## config.mk

```make
export PLATFORM = sky130hd
export DESIGN_NAME = accel_ctrl_top
export DESIGN_NICKNAME = d
export VERILOG_FILES = /design/src/accel_pkg.sv /design/src/mem_port_if.sv /design/src/accel_ctrl_top.sv /design/src/feature_reader.sv /design/src/lane_operator.sv /design/src/mem_arbiter.sv /design/src/return_writer.sv /design/src/task_sequencer.sv
export VERILOG_INCLUDE_DIRS = /design/src /design/src/src
export SDC_FILE = /design/constraint.sdc
export NUM_CORES = 1
export LEC_CHECK = 0
export ABC_AREA = 1
export BUFFER_PORTS_ARGS = -buffer_cell sky130_fd_sc_hd__clkbuf_2
export CAP_MARGIN = 10
export CELL_PAD_IN_SITES_DETAIL_PLACEMENT = 0
export CELL_PAD_IN_SITES_GLOBAL_PLACEMENT = 2
export CORE_MARGIN = 1
export CORE_UTILIZATION = 42
export DETAILED_ROUTE_END_ITERATION = 16
export PLACE_DENSITY_LB_ADDON = 0.1
export SLEW_MARGIN = 20
export SYNTH_ARGS = -nofsm -noshare
export SYNTH_HDL_FRONTEND = slang
export SYNTH_HIERARCHICAL = 1
export SYNTH_SLANG_ARGS = --single-unit
```

## constraint.sdc

```tcl
create_clock -name system_clk -period 6.7 [get_ports system_clk]
set_input_delay 0.335 -clock system_clk [delete_from_list [all_inputs] [get_ports system_clk]]
set_output_delay 0.335 -clock system_clk [all_outputs]
set_load 0.01 [all_outputs]
```

## src/accel_consts.svh

```systemverilog
`ifndef ACCEL_CONSTS_SVH
`define ACCEL_CONSTS_SVH

// memory word and lane geometry
`define ACC_WORD_W 32
`define ACC_LANE_W 8
`define ACC_LANES (`ACC_WORD_W / `ACC_LANE_W)

// 256 word feature memory
`define ACC_ADDR_W 8

// patch count and patch length fields
`define ACC_CNT_W 8

// result fifo depth, also the reader credit at reset
`define ACC_FIFO_DEPTH 4

`endif

```

## src/accel_pkg.sv

```systemverilog
`include "accel_consts.svh"

package accel_pkg;

	// order opcodes
	typedef enum logic [1:0] {
		op_add    = 2'd0,
		op_pool   = 2'd1,
		op_finish = 2'd2
	} op_e;

	typedef enum logic [2:0] {
		st_idle       = 3'd0,
		st_wait_order = 3'd1,
		st_load_patch = 3'd2,
		st_wait_patch = 3'd3,
		st_done       = 3'd4
	} task_state_e;

	typedef logic [`ACC_WORD_W-1:0] word_t;
	typedef logic [`ACC_ADDR_W-1:0] addr_t;
	typedef logic [`ACC_CNT_W-1:0]  cnt_t;

endpackage

```

## src/mem_port_if.sv

```systemverilog
`include "accel_consts.svh"

// single-beat port of one memory requester
interface mem_port_if;
	logic                   req;
	logic [`ACC_ADDR_W-1:0] addr;
	logic [`ACC_WORD_W-1:0] wdata;
	logic                   gnt;    // accepted when req && gnt
	logic [`ACC_WORD_W-1:0] rdata;
	logic                   rvalid; // one cycle after an accepted read

	modport requester (
		output req,
		output addr,
		output wdata,
		input  gnt,
		input  rdata,
		input  rvalid
	);

	modport arbiter (
		input  req,
		input  addr,
		input  wdata,
		output gnt,
		output rdata,
		output rvalid
	);
endinterface

```

## src/accel_ctrl_top.sv

```systemverilog
`include "accel_consts.svh"

module accel_ctrl_top import accel_pkg::*; (
	input  logic  system_clk,
	input  logic  rst_n,
	input  logic  task_start,
	input  logic  order_valid,
	input  op_e   order_op,
	input  addr_t order_src,
	input  addr_t order_dst,
	input  cnt_t  order_patch_num,
	input  cnt_t  order_patch_len,
	output logic  order_ready,
	output logic  op_done,
	output logic  task_active,
	output logic  mem_en,
	output logic  mem_we,
	output addr_t mem_addr,
	output word_t mem_wdata,
	input  word_t mem_rdata
);

	logic  patch_begin;
	logic  patch_done;
	logic  slot_free;
	logic  res_valid;
	word_t res_data;
	op_e   cur_op;
	addr_t patch_src;
	addr_t patch_dst;
	cnt_t  patch_len;

	mem_port_if rd_port ();
	mem_port_if wr_port ();

	task_sequencer u_task_sequencer (
		.system_clk      (system_clk),
		.rst_n           (rst_n),
		.task_start      (task_start),
		.order_valid     (order_valid),
		.order_op        (order_op),
		.order_src       (order_src),
		.order_dst       (order_dst),
		.order_patch_num (order_patch_num),
		.order_patch_len (order_patch_len),
		.patch_done      (patch_done),
		.order_ready     (order_ready),
		.op_done         (op_done),
		.task_active     (task_active),
		.patch_begin     (patch_begin),
		.cur_op          (cur_op),
		.patch_src       (patch_src),
		.patch_dst       (patch_dst),
		.patch_len       (patch_len)
	);

	feature_reader u_feature_reader (
		.system_clk  (system_clk),
		.rst_n       (rst_n),
		.patch_begin (patch_begin),
		.patch_src   (patch_src),
		.patch_len   (patch_len),
		.slot_free   (slot_free),
		.rd          (rd_port)
	);

	// read data goes straight into the operator
	lane_operator u_lane_operator (
		.system_clk (system_clk),
		.rst_n      (rst_n),
		.cur_op     (cur_op),
		.in_valid   (rd_port.rvalid),
		.in_data    (rd_port.rdata),
		.res_valid  (res_valid),
		.res_data   (res_data)
	);

	return_writer u_return_writer (
		.system_clk  (system_clk),
		.rst_n       (rst_n),
		.patch_begin (patch_begin),
		.patch_dst   (patch_dst),
		.patch_len   (patch_len),
		.res_valid   (res_valid),
		.res_data    (res_data),
		.slot_free   (slot_free),
		.patch_done  (patch_done),
		.wr          (wr_port)
	);

	mem_arbiter u_mem_arbiter (
		.system_clk (system_clk),
		.rst_n      (rst_n),
		.mem_rdata  (mem_rdata),
		.rd         (rd_port),
		.wr         (wr_port),
		.mem_en     (mem_en),
		.mem_we     (mem_we),
		.mem_addr   (mem_addr),
		.mem_wdata  (mem_wdata)
	);

endmodule

```

## src/feature_reader.sv

```systemverilog
`include "accel_consts.svh"

module feature_reader import accel_pkg::*; (
	input  logic  system_clk,
	input  logic  rst_n,
	input  logic  patch_begin,
	input  addr_t patch_src,
	input  cnt_t  patch_len,
	input  logic  slot_free,
	mem_port_if.requester rd
);

	localparam int CREDIT_W = $clog2(`ACC_FIFO_DEPTH + 1);

	addr_t               rd_addr;
	cnt_t                remain;
	logic [CREDIT_W-1:0] credit; // free result slots not yet claimed
	logic                rd_acc;

	assign rd.req   = (remain != '0) && (credit != '0);
	assign rd.addr  = rd_addr;
	assign rd.wdata = '0;
	assign rd_acc   = rd.req & rd.gnt;

	always_ff @(posedge system_clk or negedge rst_n) begin
		if (!rst_n) begin
			remain <= '0;
			credit <= CREDIT_W'(`ACC_FIFO_DEPTH);
		end else begin
			if (patch_begin)
				remain <= patch_len;
			else if (rd_acc)
				remain <= remain - `ACC_CNT_W'(1);

			case ({rd_acc, slot_free})
				2'b10:   credit <= credit - CREDIT_W'(1);
				2'b01:   credit <= credit + CREDIT_W'(1);
				default: credit <= credit;
			endcase
		end
	end

	always_ff @(posedge system_clk) begin
		if (patch_begin)
			rd_addr <= patch_src;
		else if (rd_acc)
			rd_addr <= rd_addr + addr_t'(1);
	end

endmodule

```

## src/lane_operator.sv

```systemverilog
`include "accel_consts.svh"

module lane_operator import accel_pkg::*; (
	input  logic  system_clk,
	input  logic  rst_n,
	input  op_e   cur_op,
	input  logic  in_valid,
	input  word_t in_data,
	output logic  res_valid,
	output word_t res_data
);

	localparam int LW   = `ACC_LANE_W;
	localparam int HALF = `ACC_LANES / 2;

	word_t comb_data;

	// low lane i paired with lane i+HALF
	always_comb begin
		logic [LW-1:0] lo;
		logic [LW-1:0] hi;
		logic [LW:0]   sum;
		comb_data = '0; // upper half stays zero
		for (int i = 0; i < HALF; i++) begin
			lo  = in_data[i*LW +: LW];
			hi  = in_data[(i+HALF)*LW +: LW];
			sum = {1'b0, lo} + {1'b0, hi};
			case (cur_op)
				op_add:  comb_data[i*LW +: LW] = sum[LW] ? '1 : sum[LW-1:0]; // saturate
				op_pool: comb_data[i*LW +: LW] = (hi > lo) ? hi : lo;
				default: comb_data[i*LW +: LW] = '0;
			endcase
		end
	end

	always_ff @(posedge system_clk or negedge rst_n) begin
		if (!rst_n)
			res_valid <= 1'b0;
		else
			res_valid <= in_valid;
	end

	always_ff @(posedge system_clk) begin
		if (in_valid)
			res_data <= comb_data;
	end

endmodule

```

## src/mem_arbiter.sv

```systemverilog
`include "accel_consts.svh"

module mem_arbiter import accel_pkg::*; (
	input  logic  system_clk,
	input  logic  rst_n,
	input  word_t mem_rdata,
	mem_port_if.arbiter rd,
	mem_port_if.arbiter wr,
	output logic  mem_en,
	output logic  mem_we,
	output addr_t mem_addr,
	output word_t mem_wdata
);

	logic rd_pending;

	// writer first, reader stalls on contention
	assign wr.gnt = wr.req;
	assign rd.gnt = rd.req & ~wr.req;

	assign mem_en    = wr.req | rd.req;
	assign mem_we    = wr.req;
	assign mem_addr  = wr.req ? wr.addr : rd.addr;
	assign mem_wdata = wr.wdata;

	// fixed one cycle read latency
	always_ff @(posedge system_clk or negedge rst_n) begin
		if (!rst_n)
			rd_pending <= 1'b0;
		else
			rd_pending <= rd.req & rd.gnt;
	end

	assign rd.rvalid = rd_pending;
	assign rd.rdata  = mem_rdata;

	// write port never returns data
	assign wr.rvalid = 1'b0;
	assign wr.rdata  = `ACC_WORD_W'(0);

endmodule

```

## src/return_writer.sv

```systemverilog
`include "accel_consts.svh"

module return_writer import accel_pkg::*; (
	input  logic  system_clk,
	input  logic  rst_n,
	input  logic  patch_begin,
	input  addr_t patch_dst,
	input  cnt_t  patch_len,
	input  logic  res_valid,
	input  word_t res_data,
	output logic  slot_free,
	output logic  patch_done,
	mem_port_if.requester wr
);

	localparam int DEPTH = `ACC_FIFO_DEPTH;
	localparam int PTR_W = $clog2(DEPTH);
	localparam int CNT_W = $clog2(DEPTH + 1);

	word_t              fifo_mem [DEPTH];
	logic [PTR_W-1:0]   wr_ptr;
	logic [PTR_W-1:0]   rd_ptr;
	logic [CNT_W-1:0]   fill;
	addr_t              wr_addr;
	cnt_t               remain;
	logic               push;
	logic               pop;

	assign push = res_valid; // never full, reader credit covers it
	assign pop  = wr.req & wr.gnt;

	assign wr.req    = (fill != '0);
	assign wr.addr   = wr_addr;
	assign wr.wdata  = fifo_mem[rd_ptr]; // head held until granted
	assign slot_free = pop;

	always_ff @(posedge system_clk or negedge rst_n) begin
		if (!rst_n) begin
			wr_ptr     <= '0;
			rd_ptr     <= '0;
			fill       <= '0;
			remain     <= '0;
			patch_done <= 1'b0;
		end else begin
			if (push)
				wr_ptr <= (wr_ptr == PTR_W'(DEPTH - 1)) ? '0 : wr_ptr + PTR_W'(1);
			if (pop)
				rd_ptr <= (rd_ptr == PTR_W'(DEPTH - 1)) ? '0 : rd_ptr + PTR_W'(1);

			case ({push, pop})
				2'b10:   fill <= fill + CNT_W'(1);
				2'b01:   fill <= fill - CNT_W'(1);
				default: fill <= fill;
			endcase

			if (patch_begin)
				remain <= patch_len;
			else if (pop)
				remain <= remain - `ACC_CNT_W'(1);

			patch_done <= pop && (remain == `ACC_CNT_W'(1)); // last word of the patch
		end
	end

	always_ff @(posedge system_clk) begin
		if (push)
			fifo_mem[wr_ptr] <= res_data;

		if (patch_begin)
			wr_addr <= patch_dst;
		else if (pop)
			wr_addr <= wr_addr + addr_t'(1);
	end

endmodule

```

## src/task_sequencer.sv

```systemverilog
`include "accel_consts.svh"

module task_sequencer import accel_pkg::*; (
	input  logic  system_clk,
	input  logic  rst_n,
	input  logic  task_start,
	input  logic  order_valid,
	input  op_e   order_op,
	input  addr_t order_src,
	input  addr_t order_dst,
	input  cnt_t  order_patch_num,
	input  cnt_t  order_patch_len,
	input  logic  patch_done,
	output logic  order_ready,
	output logic  op_done,
	output logic  task_active,
	output logic  patch_begin,
	output op_e   cur_op,
	output addr_t patch_src,
	output addr_t patch_dst,
	output cnt_t  patch_len
);

	task_state_e state;
	cnt_t        patch_num;
	cnt_t        patch_cnt;
	logic        order_acc;
	logic        last_patch;
	logic        next_patch;

	assign order_acc  = order_valid & order_ready;
	assign last_patch = (patch_cnt + `ACC_CNT_W'(1)) >= patch_num; // zero count runs one patch
	assign next_patch = (state == st_wait_patch) & patch_done & ~last_patch;

	assign order_ready = (state == st_wait_order);
	assign patch_begin = (state == st_load_patch);
	assign op_done     = (state == st_done);

	always_ff @(posedge system_clk or negedge rst_n) begin
		if (!rst_n) begin
			state <= st_idle;
		end else begin
			case (state)
				st_idle: begin
					if (task_start)
						state <= st_wait_order;
				end
				st_wait_order: begin
					if (order_acc)
						state <= (order_op == op_finish) ? st_done : st_load_patch;
				end
				st_load_patch: state <= st_wait_patch;
				st_wait_patch: begin
					if (patch_done)
						state <= last_patch ? st_done : st_load_patch;
				end
				st_done: state <= (cur_op == op_finish) ? st_idle : st_wait_order;
				default: state <= st_idle;
			endcase
		end
	end

	// active from task_start until a finish order is taken
	always_ff @(posedge system_clk or negedge rst_n) begin
		if (!rst_n) begin
			task_active <= 1'b0;
			cur_op      <= op_add;
			patch_cnt   <= '0;
		end else begin
			if ((state == st_idle) && task_start)
				task_active <= 1'b1;
			else if (order_acc && (order_op == op_finish))
				task_active <= 1'b0;

			if (order_acc) begin
				cur_op    <= order_op;
				patch_cnt <= '0;
			end else if (next_patch) begin
				patch_cnt <= patch_cnt + `ACC_CNT_W'(1);
			end
		end
	end

	// order fields and per-patch base addresses
	always_ff @(posedge system_clk) begin
		if (order_acc) begin
			patch_src <= order_src;
			patch_dst <= order_dst;
			patch_len <= order_patch_len;
			patch_num <= order_patch_num;
		end else if (next_patch) begin
			patch_src <= patch_src + addr_t'(patch_len);
			patch_dst <= patch_dst + addr_t'(patch_len);
		end
	end

endmodule

```

Yosys cells after proc, flatten, opt, wreduce, memory -nomap -nowiden --
Memory sizes are Yosys's and may differ from the RTL's. Index checks and enable logic that the tools add are counted.
Operators by class: magnitude comparators 3, reduce and logical (&&, ||, !) cells 16, equality and inequality tests 17, $add $sub $neg 15, mux-type cells 36, bitwise operators 8
Operators by type and width (count):
- 8-bit 2-to-1 mux | 19
- 8-bit one-hot mux with 2 select lines | 2
- 8-bit by 1-bit adder with 8-bit output, second input constant | 3
- 8-bit by 8-bit adder with 9-bit output | 2
- 8-bit adder | 2
- 8-bit > comparator | 2
- 8-bit by 1-bit subtractor with 8-bit output, second input constant | 2
- 3-bit 2-to-1 mux | 5
- 3-bit one-hot mux with 5 select lines | 1
- 2-bit equality test, second input constant | 6
- 3-bit one-hot mux with 2 select lines | 2
- 2-bit nonzero test | 6
- 8-bit by 1-bit equality test with 1-bit output, second input constant | 1
- 8-bit greater-or-equal comparator | 1
- 8-bit nonzero test | 1
- 3-bit by 1-bit adder with 3-bit output, second input constant | 2
- 2-bit by 1-bit equality test with 1-bit output, second input constant | 3
- 3-bit by 2-bit equality test with 1-bit output, second input constant | 2
- 3-bit nonzero test | 2
- 3-bit by 1-bit subtractor with 3-bit output, second input constant | 2
- 1-bit AND | 5
- 1-bit 2-to-1 mux | 5
- 2-bit by 1-bit adder with 2-bit output, second input constant | 2
- 1-bit logical AND | 4
- other kinds (10) | 13
Storage, ports and cells: memories kept 1, RAM bits 64, register bits after elaboration 107, word-level logic and storage cells 116, bits of input ports 70, output and inout bits 45
Memories:
- u_return_writer.fifo_mem | words 4, width 16, rd ports 1, clocked after memory_dff 0, write ports 1, RTL line return_writer.sv:20 | word_t fifo_mem [DEPTH];

Depth between registers and ports, before layout --
Gate-level depths: netlist of run 1.
depth after elaboration 6, depth in mapped cells 15, depth with buffers taken out 15

Cells and area by module --
The synthesis of run 1 kept the hierarchy.
Modules (own cells, without submodules):
- return_writer | times used 1, area an instance 6243.5 um^2, cells an instance 510, seq. area each 4484.3 um^2
- task_sequencer | times used 1, area an instance 2880.3 um^2, cells an instance 318, seq. area each 1311.3 um^2
- lane_operator | times used 1, area an instance 2362.3 um^2, cells an instance 343, seq. area each 505.5 um^2
- feature_reader | times used 1, area an instance 1477.7 um^2, cells an instance 189, seq. area each 516.7 um^2
- mem_arbiter | times used 1, area an instance 888.4 um^2, cells an instance 130, seq. area each 25.0 um^2

Worst setup path after synthesis of run 1 --
OpenSTA, ideal clock, no wires.
path type register to register, start point register u_task_sequencer.patch_cnt[0], end point register u_task_sequencer.patch_dst[0] (enable), cell stages (with the launch flop) 12, data required time 6.363 ns, clock period less this slack 2.276 ns, arrival time 1.939 ns, buffers on the path 0, library setup time 0.337 ns, path slack 4.424 ns, path through dfrtp_1 ha_1 nand2_1 nor2_1 nand3_1 xor2_1 inv_1 ha_1 nand2_1 o21a_1 nand3_4 nand2_2
Between the ends: word-level cells in the longest chain between the ends 5
RTL lines:
- start, declared | RTL line task_sequencer.sv:26 | cnt_t patch_cnt;
- start signal, assigned | RTL line task_sequencer.sv:79 | patch_cnt <= patch_cnt + `ACC_CNT_W'(1);
- 8-bit by 1-bit adder with 8-bit output | RTL line task_sequencer.sv:32 | assign last_patch = (patch_cnt + `ACC_CNT_W'(1)) >= patch_num;
- 8-bit greater-or-equal comparator | RTL line task_sequencer.sv:32
- 1-bit NOT | RTL line task_sequencer.sv:33 | assign next_patch = (state == st_wait_patch) & patch_done & ~last_patch;
- 1-bit AND | RTL line task_sequencer.sv:33
- 2-bit nonzero test (no source line)
- end signal, assigned | RTL line task_sequencer.sv:88 | patch_dst <= order_dst;
- end signal, assigned | RTL line task_sequencer.sv:93 | patch_dst <= patch_dst + addr_t'(patch_len);
- end, declared | RTL line task_sequencer.sv:20 | output addr_t patch_dst,
Every way passes these cells. A chain may end at the register's enable or synchronous reset.

Worst setup path after layout of run 1 --
start point register u_return_writer.rd_ptr[1], end point output mem_wdata[10]
Between the ends: word-level cells in the longest chain between the ends 1
RTL lines:
- start, declared | RTL line return_writer.sv:22 | logic [PTR_W-1:0] rd_ptr;
- start signal, assigned | RTL line return_writer.sv:48 | rd_ptr <= (rd_ptr == PTR_W'(DEPTH - 1)) ? '0 : rd_ptr + PTR_W'(1);
- memory read 4 x 16 bit
- end, declared | RTL line accel_ctrl_top.sv:19 | output word_t mem_wdata,
Every way passes these cells.

==> results of run 1 <==
[flip-flops by register name, summed over array words and instances (netlist names), 3 cells and up]
signal and flops:
u_task_sequencer/patch_len 8, u_feature_reader/remain 8, u_return_writer/wr.addr 8, u_feature_reader/credit 3, u_return_writer/fill 3, u_task_sequencer/patch_dst 8, u_return_writer/fifo_mem 128, u_lane_operator/res_data 16
u_task_sequencer/patch_src 8, u_return_writer/remain 8, u_task_sequencer/state 3, u_task_sequencer/patch_num 8, u_feature_reader/rd.addr 8, u_task_sequencer/patch_cnt 8
[cell type report]
| type | instances | area [sq um] |
|---|---|---|
| Clock buffer | 31 | 690.7 |
| Clock inverter | 19 | 142.6 |
| Fill cell | 2942 | 16240 |
| Inverter | 167 | 636.9 |
| Multi-Input combinational cell | 919 | 5064 |
| Sequential cell | 235 | 6844 |
| Tap cell | 396 | 495.5 |
| Timing Repair Buffer | 139 | 800.8 |
[worst paths after layout]
path                                          startpoint                              to  slack [ns]
min in group asynchronous                          rst_n      u_feature_reader/remain[4]        0.45
setup reg to reg           u_task_sequencer/patch_cnt[0]   u_task_sequencer/patch_src[0]        4.08
hold reg to reg              u_lane_operator/res_data[8]  u_return_writer/fifo_mem[3][8]        0.49
setup / recovery               u_return_writer/rd_ptr[1]                   mem_wdata[10]        3.55
hold / removal                               order_op[0]      u_task_sequencer/cur_op[0]        0.06
max in group asynchronous                          rst_n       u_return_writer/rd_ptr[0]        5.79
[report_power, final]
part	switching [uW]	internal (uW)
sequential	154	1830
clock	564	813
combinational	907	499
[through the flow]
step / std cells / instance area [sq um] / worst slack, ns
after floorplan: 1438 / 13410 / 4.424
after global placement: 1839 / 13670 / 4.086
after detailed placement: 1839 / 13670 / 4.069
after CTS: 1906 / 14670 / 3.636
after global routing: 1906 / 14670 / 3.354
final: 1906 / 14670 / 3.555
[layer usage]
metal,up-vias,routed length [um],track usage (%)
li1,4792,-,-
met1,4314,13900,25.34
met2,168,12730,28.62
met3,24,1322,2.728
met4,0,348,3.350
met5,-,0,0
[tightest hold or removal path, cell delays in order]
cell and delay (ns):
clkbuf_2 0.10, nand2_1 0.05, o21ai_0 0.06
==> results.tsv, run 1 <==
metric	value	unit
status	complete, no violations	
clockBufferDepth	3	
routed-via-count	9298	
whs_path_depth	3	
vias_per_cell	4.878	
critical_path.cell_chain	buf_4, clkinv_1, o21ai_1, o22ai_1, clkbuf_2	
rows	64	
drc_errors	0	
total_power	4765	uW
ioPinCount	115	
slew_viol_final	0	
path_buf_inv	3	
hp-class	input port to register	
crit_arrival	2.81	ns
crit_cells	5	
maxCapViolCount	0	
die-area	32520	sq um
grt_pass1_vias	8946	
hold_violations	0	
skew	0.009667	ns
ys_warn_count	6	
grt_antenna_before_repair	0	
clock-sinks	235	
slew_headroom	29.04	%
tns	0	ns
start_util	43.21	%
layout_commonest_cell	nand2_1	
cts.hold.buffers_added	17	
worst_pin_slew	1.058	ns
crit_family	buffers and inverters	
die_w	180.3	um
p_leak	0.006587	uW
fin_nets	1632	
holdWs	0.06497	ns
drive_gt1_share	15.43	%
path_class	register to output port	
grt_setup_unrepaired	false	
totalWireLength	28300	um
cts_tree	done	
grt_usage	17.71	%
syn_area	13360	sq um
dp_hpwl	19160	um
core	30910	sq um
diodes	0	
final.period_utilization	46.94	%
wl_per_cell	14.85	um
finalCriticalPeriod	3.145	ns
vdd_drop_max	0.2101	mV
clk_pin_slew	0.06	ns
dr.pass1.iters	5	
insertion_delay	0.52	ns
grt_pass1_wl	46530	um
grt_max_degree	67	
overflow	0	
gp_congestion	0.7846	
cp.required	6.36	ns
reg2reg_depth	11	
slowest_delay	0.93	ns
critPathLaunchType	register	
numPortBuffers	114	
cpMaxStageDelayCell	clkinv_1	
post-route-util	47.47	%
avgSynthCellArea	9.386	sq um
final_cell_mix	318 x nand2_1, 192 x edfxtp_1, 148 x inv_1	
powerDensity	324.7	nW/um^2
setup_viol	0	
cts_root_buf	clkbuf_16	
cts_made_buffers	27	
htreeDepth	1	
drt_iter0_drc	512	
ctsResizeCount	0	
synthToLayoutAreaGrowth	9.864	%
post-cts-setup-buffers	0	
max_clock_freq	318.0	MHz
worstSetupEndpointType	output port	
drtAntennaViolNets	0	
path_max_fanout	34	
fp.dieH	180.3	um
synth_cells	1423	
Note: power is estimated with default switching activity, not from simulation.
==> inputs of run 2 (changes only) <==
--- a/config.mk
+++ b/config.mk
@@ -6,7 +6,7 @@
 export SDC_FILE = /design/constraint.sdc
 export NUM_CORES = 1
 export LEC_CHECK = 0
-export ABC_AREA = 1
+export ABC_AREA = 0
 export BUFFER_PORTS_ARGS = -buffer_cell sky130_fd_sc_hd__clkbuf_2
 export CAP_MARGIN = 10
 export CELL_PAD_IN_SITES_DETAIL_PLACEMENT = 0
==> constraint.sdc (replaced) <==
create_clock -name system_clk -period 3.12 [get_ports system_clk]
set_input_delay 0.156 -clock system_clk [delete_from_list [all_inputs] [get_ports system_clk]]
set_output_delay 0.156 -clock system_clk [all_outputs]
set_load 0.01 [all_outputs]
==> results.tsv, run 2 <==
metric	value	unit
core	29090	sq um
drive_gt1_share	23.23	%
drc_errors	0	
routed-via-count	7430	
cts_root_buf	clkbuf_16	
dp_hpwl	17550	um
final.period_utilization	92.53	%
setup_viol	0	
syn_area	12560	sq um
met2_usage	26.26	%
tns	0	ns
finalCriticalPeriod	2.887	ns
slew_headroom	45.32	%
fp.dieH	174.9	um
start_util	43.16	%
hold_violations	0	
drtAntennaViolNets	0	
numPortBuffers	114	
dpl_cell_area	13080	sq um
ys_warn_count	6	
top_register	u_return_writer/fifo_mem	
insertion_delay	0.54	ns
num-fill-cells	2592	
path_class	register to register	
maxCapViolCount	0	
totalWireLength	25290	um
drt_iter0_drc	417	
skew	0.02123	ns
ioPinCount	115	
grt_pass1_vias	7598	
clk_pin_slew	0.06	ns
layout_commonest_cell	edfxtp_1	
cts_tree	done	
largest_reg_flops	128	
grt_antenna_before_repair	0	
die-area	30590	sq um
grt_util_met3	2.198	%
wl_per_cell	17.17	um
powerDensity	484.8	nW/um^2
diodes	0	
clock-sinks	235	
grt_max_degree	63	
hp-class	input port to register	
synth_cells	967	
clockBufferDepth	3	
grt_setup_unrepaired	false	
gr-usage-met1	25.78	%
final_cell_mix	192 x edfxtp_1, 114 x clkbuf_2, 67 x ha_1	
grt_pass1_wl	41280	um
crit_arrival	3.31	ns
status	complete, no violations	
dr.pass1.iters	5	
top_usage_layer	met2	
worst_pin_slew	0.8202	ns
p_leak	0.005594	uW
overflow	0	
avgSynthCellArea	12.98	sq um
rows	62	
cp.required	3.55	ns
synthToLayoutAreaGrowth	14.52	%
max_clock_freq	346.4	MHz
critPathLaunchType	register	
path_max_fanout	6	
vias_per_cell	5.044	
vdd_drop_max	0.3508	mV
top_regs	u_return_writer/fifo_mem: 128 flops, u_lane_operator/res_data: 16 flops	
grt_usage	17.08	%
slew_viol_final	0	
htreeDepth	1	
gp_congestion	0.7709	
final_area	14380	sq um
worstSetupEndpointType	register	
die_w	174.9	um
fin_nets	1211	
cts_made_buffers	27	
## run 2: worst paths after layout
kind	start	end	slack, ns	cells past startpoint
setup / recovery	u_feature_reader/remain[0]	u_feature_reader/credit[1]	0.23	12
hold / removal	order_valid	u_task_sequencer/state[0]	0.09	5
setup reg to reg	u_feature_reader/remain[0]	u_feature_reader/credit[1]	0.23	12
hold reg to reg	u_return_writer/fill[2]	u_return_writer/fill[2]	0.49	1
max in group asynchronous	rst_n	u_task_sequencer/patch_cnt[7]	2.19	3
min in group asynchronous	rst_n	u_feature_reader/credit[1]	0.15	2
## run 2: metrics by stage
| stage | hold slack (ns) | setup WS [ns] | utilization, % | total power (uW) | cells |
|---|---|---|---|---|---|
| detailed placement | 0.2035 | 0.1670 | 44.97 | 3737 | 1387 |
| global placement | 0.2050 | 0.2652 | 44.97 | 3743 | 1387 |
| floorplan | -0.1396 | 0.2901 | - | 3674 | 982 |
| finish | 0.08969 | 0.2332 | 49.43 | 6971 | 1473 |
| global route | 0.1401 | 0.002897 | 49.43 | 7218 | 1473 |
| CTS | 0.07199 | 0.1465 | 49.41 | 7065 | 1473 |
## run 2: repair_timing
item | 4_1_cts | 5_1_grt
endpoints found under the hold margin | 57 | 0
setup buffers | 0 | 0
setup endpoints to repair | 0 | 2
hold buffers | 36 | 0
resized for setup | 0 | 1
## run 2: critical path, stage by stage (launching register included)
cell,delay (ns)
dfrtp_1,0.40
inv_1,0.06
ha_1,0.25
nor3b_4,0.19
a21oi_1,0.15
and2b_2,0.21
o31ai_1,0.10
a21oi_1,0.36
inv_1,0.09
ha_1,0.21
inv_1,0.07
fa_1,0.40
mux2_2,0.27
## run 2: routing by layer
layer	wire length [um]	vias to the layer above
li1	-	3681
met1	12690	3570
met2	11290	151
met3	926	28
met4	382	0
met5	0	-
## run 2: cell type report
| type | instances | area, sq um | area share (%) |
|---|---|---|---|
| sequential | 235 | 6844 | 47.60 |
| multi-input combinational | 577 | 4786 | 33.28 |
| timing repair buffer | 168 | 1116 | 7.762 |
| clock buffer | 31 | 690.7 | 4.803 |
| tap | 384 | 480.5 | 3.341 |
| clock inverter | 19 | 240.2 | 1.671 |
| inverter | 59 | 221.5 | 1.540 |
## run 2: power breakdown
part           internal, uW  total, uW  switching (uW)
sequential             3370       3370               0
clock                  2010       3260            1250
combinational           160        339             179
